[src/verilog/apb_regs_pkg.sv]
package apb_regs_pkg;

    localparam int ADDR_W = 8;

    // Word offsets of the peripheral registers.
    localparam logic [ADDR_W-1:0] REG_A0     = 8'h00;
    localparam logic [ADDR_W-1:0] REG_B0     = 8'h04;
    localparam logic [ADDR_W-1:0] REG_A1     = 8'h08;
    localparam logic [ADDR_W-1:0] REG_B1     = 8'h0C;
    localparam logic [ADDR_W-1:0] REG_CTRL   = 8'h10;
    localparam logic [ADDR_W-1:0] REG_STATUS = 8'h14;
    localparam logic [ADDR_W-1:0] REG_RESULT = 8'h18;

    // Bit positions inside CTRL and STATUS.
    localparam int CTRL_START_BIT = 0;
    localparam int STAT_BUSY_BIT  = 0;
    localparam int STAT_DONE_BIT  = 1;

endpackage

[src/verilog/mul_pkg.sv]
package mul_pkg;

    // Operand width used when the top level is not overridden.
    localparam int OP_W_DEFAULT = 8;

    // Lane controller states.
    // TEST looks at the multiplier LSB, ADD folds in the multiplicand and
    // SHIFT moves the accumulator and multiplier right by one bit.
    typedef enum logic [2:0] {
        IDLE  = 3'b000,
        LOAD  = 3'b001,
        TEST  = 3'b010,
        ADD   = 3'b011,
        SHIFT = 3'b100
    } ctrl_state_t;

endpackage

[src/verilog/apb_dot_regs.sv]
`timescale 1ns/1ps

module apb_dot_regs #(
    parameter int M = 8,
    parameter int N = 8
) (
    input  logic                            clk,
    input  logic                            rst,
    input  logic                            psel,
    input  logic                            penable,
    input  logic                            pwrite,
    input  logic [apb_regs_pkg::ADDR_W-1:0] paddr,
    input  logic [31:0]                     pwdata,
    input  logic                            busy,
    input  logic                            done,
    input  logic [M+N:0]                    sum,
    output logic [31:0]                     prdata,
    output logic                            pready,
    output logic [M-1:0]                    a0,
    output logic [M-1:0]                    a1,
    output logic [N-1:0]                    b0,
    output logic [N-1:0]                    b1,
    output logic                            start
);

    logic wr_en;

    // No wait states are ever inserted.
    assign pready = 1'b1;

    assign wr_en = psel && penable && pwrite;

    always_ff @(posedge clk or posedge rst) begin
        if (rst) begin
            a0    <= '0;
            a1    <= '0;
            b0    <= '0;
            b1    <= '0;
            start <= 1'b0;
        end else begin
            start <= 1'b0;
            if (wr_en) begin
                case (paddr)
                    apb_regs_pkg::REG_A0: begin
                        a0 <= pwdata[M-1:0];
                    end
                    apb_regs_pkg::REG_B0: begin
                        b0 <= pwdata[N-1:0];
                    end
                    apb_regs_pkg::REG_A1: begin
                        a1 <= pwdata[M-1:0];
                    end
                    apb_regs_pkg::REG_B1: begin
                        b1 <= pwdata[N-1:0];
                    end
                    apb_regs_pkg::REG_CTRL: begin
                        // A start request during a run is simply lost.
                        start <= pwdata[apb_regs_pkg::CTRL_START_BIT] && !busy;
                    end
                    default: begin
                    end
                endcase
            end
        end
    end

    always_comb begin
        prdata = '0;
        case (paddr)
            apb_regs_pkg::REG_A0: begin
                prdata[M-1:0] = a0;
            end
            apb_regs_pkg::REG_B0: begin
                prdata[N-1:0] = b0;
            end
            apb_regs_pkg::REG_A1: begin
                prdata[M-1:0] = a1;
            end
            apb_regs_pkg::REG_B1: begin
                prdata[N-1:0] = b1;
            end
            apb_regs_pkg::REG_STATUS: begin
                prdata[apb_regs_pkg::STAT_BUSY_BIT] = busy;
                prdata[apb_regs_pkg::STAT_DONE_BIT] = done;
            end
            apb_regs_pkg::REG_RESULT: begin
                prdata[M+N:0] = sum;
            end
            default: begin
                prdata = '0;
            end
        endcase
    end

endmodule

[src/verilog/dot2_mul_top.sv]
`timescale 1ns/1ps

module dot2_mul_top #(
    parameter int M = mul_pkg::OP_W_DEFAULT,
    parameter int N = mul_pkg::OP_W_DEFAULT
) (
    input  logic                            clk,
    input  logic                            rst,
    input  logic                            psel,
    input  logic                            penable,
    input  logic                            pwrite,
    input  logic [apb_regs_pkg::ADDR_W-1:0] paddr,
    input  logic [31:0]                     pwdata,
    output logic [31:0]                     prdata,
    output logic                            pready
);

    logic [M-1:0]   a0;
    logic [M-1:0]   a1;
    logic [N-1:0]   b0;
    logic [N-1:0]   b1;
    logic           start;
    logic           busy;
    logic           done;
    logic [M+N:0]   sum;
    logic [M+N-1:0] product0;
    logic [M+N-1:0] product1;
    logic           lane_done0;
    logic           lane_done1;

    apb_dot_regs #(
        .M(M),
        .N(N)
    ) u_regs (
        .clk    (clk),
        .rst    (rst),
        .psel   (psel),
        .penable(penable),
        .pwrite (pwrite),
        .paddr  (paddr),
        .pwdata (pwdata),
        .busy   (busy),
        .done   (done),
        .sum    (sum),
        .prdata (prdata),
        .pready (pready),
        .a0     (a0),
        .a1     (a1),
        .b0     (b0),
        .b1     (b1),
        .start  (start)
    );

    shift_add_lane #(
        .M(M),
        .N(N)
    ) lane0 (
        .clk         (clk),
        .rst         (rst),
        .start       (start),
        .multiplicand(a0),
        .multiplier  (b0),
        .product     (product0),
        .lane_done   (lane_done0)
    );

    shift_add_lane #(
        .M(M),
        .N(N)
    ) lane1 (
        .clk         (clk),
        .rst         (rst),
        .start       (start),
        .multiplicand(a1),
        .multiplier  (b1),
        .product     (product1),
        .lane_done   (lane_done1)
    );

    dot_combiner #(
        .W(M + N)
    ) u_combiner (
        .clk     (clk),
        .rst     (rst),
        .start   (start),
        .done0   (lane_done0),
        .done1   (lane_done1),
        .product0(product0),
        .product1(product1),
        .sum     (sum),
        .busy    (busy),
        .done    (done)
    );

endmodule

[src/verilog/dot_combiner.sv]
`timescale 1ns/1ps

module dot_combiner #(
    parameter int W = 16
) (
    input  logic         clk,
    input  logic         rst,
    input  logic         start,
    input  logic         done0,
    input  logic         done1,
    input  logic [W-1:0] product0,
    input  logic [W-1:0] product1,
    output logic [W:0]   sum,
    output logic         busy,
    output logic         done
);

    logic       seen0;
    logic       seen1;
    logic [W:0] pair_sum;

    assign pair_sum = {1'b0, product0} + {1'b0, product1};

    // Lanes may finish in either order or together, so each one is latched.
    always_ff @(posedge clk or posedge rst) begin
        if (rst) begin
            seen0 <= 1'b0;
            seen1 <= 1'b0;
            busy  <= 1'b0;
            done  <= 1'b0;
            sum   <= '0;
        end else if (start) begin
            seen0 <= 1'b0;
            seen1 <= 1'b0;
            busy  <= 1'b1;
            done  <= 1'b0;
        end else if (busy && seen0 && seen1) begin
            sum   <= pair_sum;
            busy  <= 1'b0;
            done  <= 1'b1;
            seen0 <= 1'b0;
            seen1 <= 1'b0;
        end else begin
            if (done0)
                seen0 <= 1'b1;
            if (done1)
                seen1 <= 1'b1;
        end
    end

endmodule

[src/verilog/shift_add_ctrl.sv]
`timescale 1ns/1ps

module shift_add_ctrl #(
    parameter int N = 8
) (
    input  logic clk,
    input  logic rst,
    input  logic start,
    input  logic lsb,
    output logic load_cmd,
    output logic add_cmd,
    output logic shift_cmd,
    output logic lane_done
);

    localparam int CNT_W = $clog2(N + 1);

    mul_pkg::ctrl_state_t state;
    mul_pkg::ctrl_state_t state_next;
    logic [CNT_W-1:0]     bit_cnt;
    logic                 last_bit;

    // The shift in progress is the last one once N-1 shifts are already done.
    assign last_bit = (bit_cnt == CNT_W'(N - 1));

    always_comb begin
        state_next = state;
        case (state)
            mul_pkg::IDLE: begin
                if (start)
                    state_next = mul_pkg::LOAD;
            end
            mul_pkg::LOAD: begin
                state_next = mul_pkg::TEST;
            end
            mul_pkg::TEST: begin
                if (lsb)
                    state_next = mul_pkg::ADD;
                else
                    state_next = mul_pkg::SHIFT;
            end
            mul_pkg::ADD: begin
                state_next = mul_pkg::SHIFT;
            end
            mul_pkg::SHIFT: begin
                if (last_bit)
                    state_next = mul_pkg::IDLE;
                else
                    state_next = mul_pkg::TEST;
            end
            default: begin
                state_next = mul_pkg::IDLE;
            end
        endcase
    end

    always_ff @(posedge clk or posedge rst) begin
        if (rst) begin
            state     <= mul_pkg::IDLE;
            bit_cnt   <= '0;
            lane_done <= 1'b0;
        end else begin
            state     <= state_next;
            // Pulses in the first IDLE cycle, when the product register is final.
            lane_done <= (state == mul_pkg::SHIFT) && last_bit;
            if (state == mul_pkg::LOAD)
                bit_cnt <= '0;
            else if (state == mul_pkg::SHIFT)
                bit_cnt <= bit_cnt + 1'b1;
        end
    end

    assign load_cmd  = (state == mul_pkg::LOAD);
    assign add_cmd   = (state == mul_pkg::ADD);
    assign shift_cmd = (state == mul_pkg::SHIFT);

endmodule

[src/verilog/shift_add_lane.sv]
`timescale 1ns/1ps

module shift_add_lane #(
    parameter int M = 8,
    parameter int N = 8
) (
    input  logic         clk,
    input  logic         rst,
    input  logic         start,
    input  logic [M-1:0] multiplicand,
    input  logic [N-1:0] multiplier,
    output logic [M+N-1:0] product,
    output logic         lane_done
);

    logic [M-1:0] mcand_q;
    logic [N-1:0] mplier_q;
    // Layout is {carry, accumulator[M-1:0], multiplier[N-1:0]}.
    logic [M+N:0] acc_q;
    logic [M:0]   add_sum;
    logic         load_cmd;
    logic         add_cmd;
    logic         shift_cmd;

    // Operands are taken at start so software may rewrite them mid-run.
    always_ff @(posedge clk) begin
        if (start) begin
            mcand_q  <= multiplicand;
            mplier_q <= multiplier;
        end
    end

    assign add_sum = {1'b0, acc_q[M+N-1:N]} + {1'b0, mcand_q};

    always_ff @(posedge clk or posedge rst) begin
        if (rst) begin
            acc_q <= '0;
        end else if (load_cmd) begin
            acc_q <= {{(M + 1){1'b0}}, mplier_q};
        end else if (add_cmd) begin
            acc_q[M+N:N] <= add_sum;
        end else if (shift_cmd) begin
            // The carry drops into the accumulator MSB here.
            acc_q <= {1'b0, acc_q[M+N:1]};
        end
    end

    assign product = acc_q[M+N-1:0];

    shift_add_ctrl #(
        .N(N)
    ) u_ctrl (
        .clk      (clk),
        .rst      (rst),
        .start    (start),
        .lsb      (acc_q[0]),
        .load_cmd (load_cmd),
        .add_cmd  (add_cmd),
        .shift_cmd(shift_cmd),
        .lane_done(lane_done)
    );

endmodule
[config.mk]
export PLATFORM = sky130hd
export DESIGN_NAME = dot2_mul_top
export DESIGN_NICKNAME = d
export VERILOG_FILES = /design/src/verilog/apb_regs_pkg.sv /design/src/verilog/mul_pkg.sv /design/src/verilog/apb_dot_regs.sv /design/src/verilog/dot2_mul_top.sv /design/src/verilog/dot_combiner.sv /design/src/verilog/shift_add_ctrl.sv /design/src/verilog/shift_add_lane.sv
export SDC_FILE = /design/constraint.sdc
export NUM_CORES = 1
export LEC_CHECK = 0
export BUFFER_PORTS_ARGS = -buffer_cell sky130_fd_sc_hd__buf_2
export CORE_MARGIN = 2
export CORE_UTILIZATION = 59
export CTS_CLUSTER_DIAMETER = 150
export DETAILED_ROUTE_END_ITERATION = 10
export GPL_TIMING_DRIVEN = 1
export PLACE_DENSITY = 0.8
export SYNTH_ARGS = -nofsm -noshare
export SYNTH_HDL_FRONTEND = slang
export SYNTH_SLANG_ARGS = --single-unit
[constraint.sdc]
create_clock -name clk -period 3.8 [get_ports clk]
set_input_delay 0.19 -clock clk [delete_from_list [all_inputs] [get_ports clk]]
set_output_delay 0.19 -clock clk [all_outputs]
set_load 0.05 [all_outputs]
==> impl_metrics.py <==
metrics = {
    "run_status": {
        "outcome": "finished, final reports clean",
    },
    "synthesis": {
        "synth_seq_cells": 136,
        "syn_inst": 692,
        "synth_edf_count": 32,
        "syn-cell-area_mm2": 0.00737,
        "ys.flop_type": "dfrtp_1",
        "yosysWarnings": 0,
        "async_flop_share_pct": 76.5,
        "ys_types": 60,
        "synth_area_per_cell_um2": 10.6,
        "ys_seq_area_share_pct": 48.4,
    },
    "floorplanning": {
        "rows": 40,
        "io_pins": 78,
        "die_w_um": 116,
        "start_util_pct": 60.8,
        "core_area_mm2": 0.0121,
        "fp.dieArea_mm2": 0.0134,
        "fp.dieH_um": 116,
    },
    "pwr": {
        "vdd_drop_max_mv": 0.345,
        "powerDensity_mw_per_mm2": 471,
        "p_leak_nw": 3.67,
    },
    "cells_and_area": {
        "mostFrequentLayoutCells": "dfrtp_1, nand2_1, o21ai_0",
        "area_delta_synth_final_pct": 11.3,
        "final_common_cell": "dfrtp_1",
        "n_antenna_cell": 0,
        "regArea_mm2": 0.00356,
        "multi_input_area_mm2": 0.00348,
        "nets": 803,
        "layout-drive-gt1-share_pct": 16.5,
        "n_fill_cell": 869,
    },
    "routing": {
        "drc_errors": 0,
        "routedWlPerCell_um": 19.4,
        "finalWirelength_um": 17500,
        "vias_per_cell": 6.28,
        "num_vias": 5664,
        "ant_nets": 0,
        "drtIter0Drc": 560,
        "firstDrtPassIters": 6,
    },
    "sta": {
        "fin_hold_ws_ns": 0.0342,
        "maxSlewViolCount": 0,
        "worst_pin_slew_ns": 1.09,
        "timing.fmax_mhz": 345,
        "hold_viol": 0,
        "grt_setup_unrepaired": "no",
        "setup_viol": 0,
        "relSlewSlack_pct": 27.1,
        "fin_setup_tns_ns": 0,
        "finalWorstSetupSlack_ns": 0.898,
        "period_share_pct": 76.4,
        "period_minus_slack_ns": 2.90,
        "skew_ns": 0.00905,
    },
    "setup_path": {
        "start_kind": "flop",
        "crit_chain": "ha_1 > a21o_1 > a21o_1 > a2111oi_0 > o21ai_0 > o21ai_0 > xor2_1 > o21ai_0",
        "cp_common_cell": "o21ai_0",
        "critical_path_buf_inv_count": 0,
        "cp-end-kind": "flop",
        "critPathTopFamily": "compound AO/OA/AOI/OAI gates",
        "crit_slowest_cell": "a2111oi_0",
        "crit_arrival_ns": 3.16,
        "crit_required_ns": 4.06,
        "crit_path_max_fanout": 6,
        "critPathKind": "reg2reg",
        "slowest_delay_ns": 0.56,
        "r2r_slack_ns": 0.90,
    },
    "clock_network": {
        "clk_latency_ns": 0.43,
        "cts_sinks": 136,
        "cts.clk_slew.worst_paths_ns": 0.06,
        "clockBufferDepth": 2,
        "ctsRootBufferMaster": "clkbuf_16",
        "cts_tree": "built",
        "htree_num_levels": 4,
        "cts_buffers": 17,
    },
    "place": {
        "gp_congestion": 0.901,
        "dp_hpwl_um": 12200,
        "port_buffers": 37,
        "dpl_worst_slack_ns": 0.996,
    },
    "global_route": {
        "antenna_found_initial": 0,
        "grt_pass1_wl_um": 28800,
        "grt_usage_pct": 28.4,
        "grt_max_degree": 42,
        "grt_pass1_vias": 5473,
        "overflow": 0,
    },
    "worst_hold_path": {
        "min_path_type": "in2reg",
    },
    "job": {
        "max_cap_viol_count": 0,
    },
}
-- final cells by class --
type,count,area share (%)
tap,168,2.56
clock buffer,18,5.35
timing repair buffer,42,2.75
clock inverter,14,2.12
multi-input combinational,495,42.4
sequential,136,43.4
inverter,29,1.36
-- power by group --
part | leakage (nW) | switching [mW] | internal (mW) | total [mW]
clock network | 0.291 | 0.649 | 1.05 | 1.70
logic | 1.68 | 0.299 | 0.218 | 0.517
registers | 1.70 | 0.0966 | 1.55 | 1.65
total | 3.67 | 1.04 | 2.82 | 3.86
-- per-stage QoR --
step | power, mW | cells | instance area (um2) | util, %
final | 3.86 | 902 | 8200 | 67.7
after global routing | 4.01 | 902 | 8200 | 67.7
after CTS | 3.87 | 902 | 8200 | 67.7
after detailed placement | 2.18 | 869 | 7580 | 62.6
after global placement | 2.14 | 869 | 7580 | 62.6
after floorplan | 2.06 | 706 | 7420 | -
-- synth_stat cells, drive strengths merged (6+ instances only) --
master	n	area, um2
and2	9	56.3
inv	28	105
a21o	13	97.6
xor2	9	78.8
nand3	14	70.1
a22oi	18	135
nand2	78	300
nor3	10	50.1
o22a	8	70.1
a21oi	35	175
a31oi	6	37.5
clkbuf	25	93.8
xnor2	15	131
mux2	34	413
buf	21	174
nor2b	11	68.8
o21a	8	60.1
o21ai	57	285
nor2	31	133
edfxtp	32	961
o22ai	23	144
mux4	8	180
ha	34	425
dfrtp	104	2600
-- flip-flops by register name (all words and copies together), names as in the netlist, 4 cells and up --
name                  cells
lane0.acc_q              17
lane1.acc_q              17
u_combiner.sum           17
lane0.mcand_q             8
lane0.mplier_q            8
lane1.mcand_q             8
lane1.mplier_q            8
u_regs.a0                 8
u_regs.a1                 8
u_regs.b0                 8
u_regs.b1                 8
lane0.u_ctrl.bit_cnt      4
lane1.u_ctrl.bit_cnt      4
-- logic make-up (layout without fill, tap and decap cells) --
logic type	count (synthesis)	after routing	share of synthesized area, %
compound gates	201	201	17.4
simple gates	171	171	10.9
flops	136	136	48.4
buf+inv	75	103	5.11
mux	46	46	8.59
fa+ha+maj	37	37	6.59
xor+xnor	24	24	2.85
other cells	2	16	0.102
-- worst paths after layout --
kind | from | to | cells past startpoint
max | lane1.acc_q[1] | u_combiner.sum[13] | 8
min | pwdata[1] | u_regs.b1[1] | 2
max reg2reg | lane1.acc_q[1] | u_combiner.sum[13] | 8
min reg2reg | u_combiner.sum[15] | u_combiner.sum[15] | 2
max in group asynchronous | rst | lane1.acc_q[7] | 4
min in group asynchronous | rst | u_regs.b1[6] | 3
-- layer usage --
metal | global-route usage (%) | routed length [um] | up-vias | part of all wire (%)
li1 | - | - | 2564 | -
met1 | 37.1 | 6990 | 2757 | 40
met2 | 46.0 | 8620 | 293 | 49
met3 | 6.33 | 1300 | 50 | 7.4
met4 | 12.7 | 583 | 0 | 3.3
met5 | 0 | 0 | - | 0
-- repair_timing --
item	CTS	global route
hold endpoints to repair	31	0
setup buffers	0	0
hold buffers	1	0
resized for setup	0	0
setup endpoints to repair	0	0
Note: power is estimated with default switching activity, not from simulation.
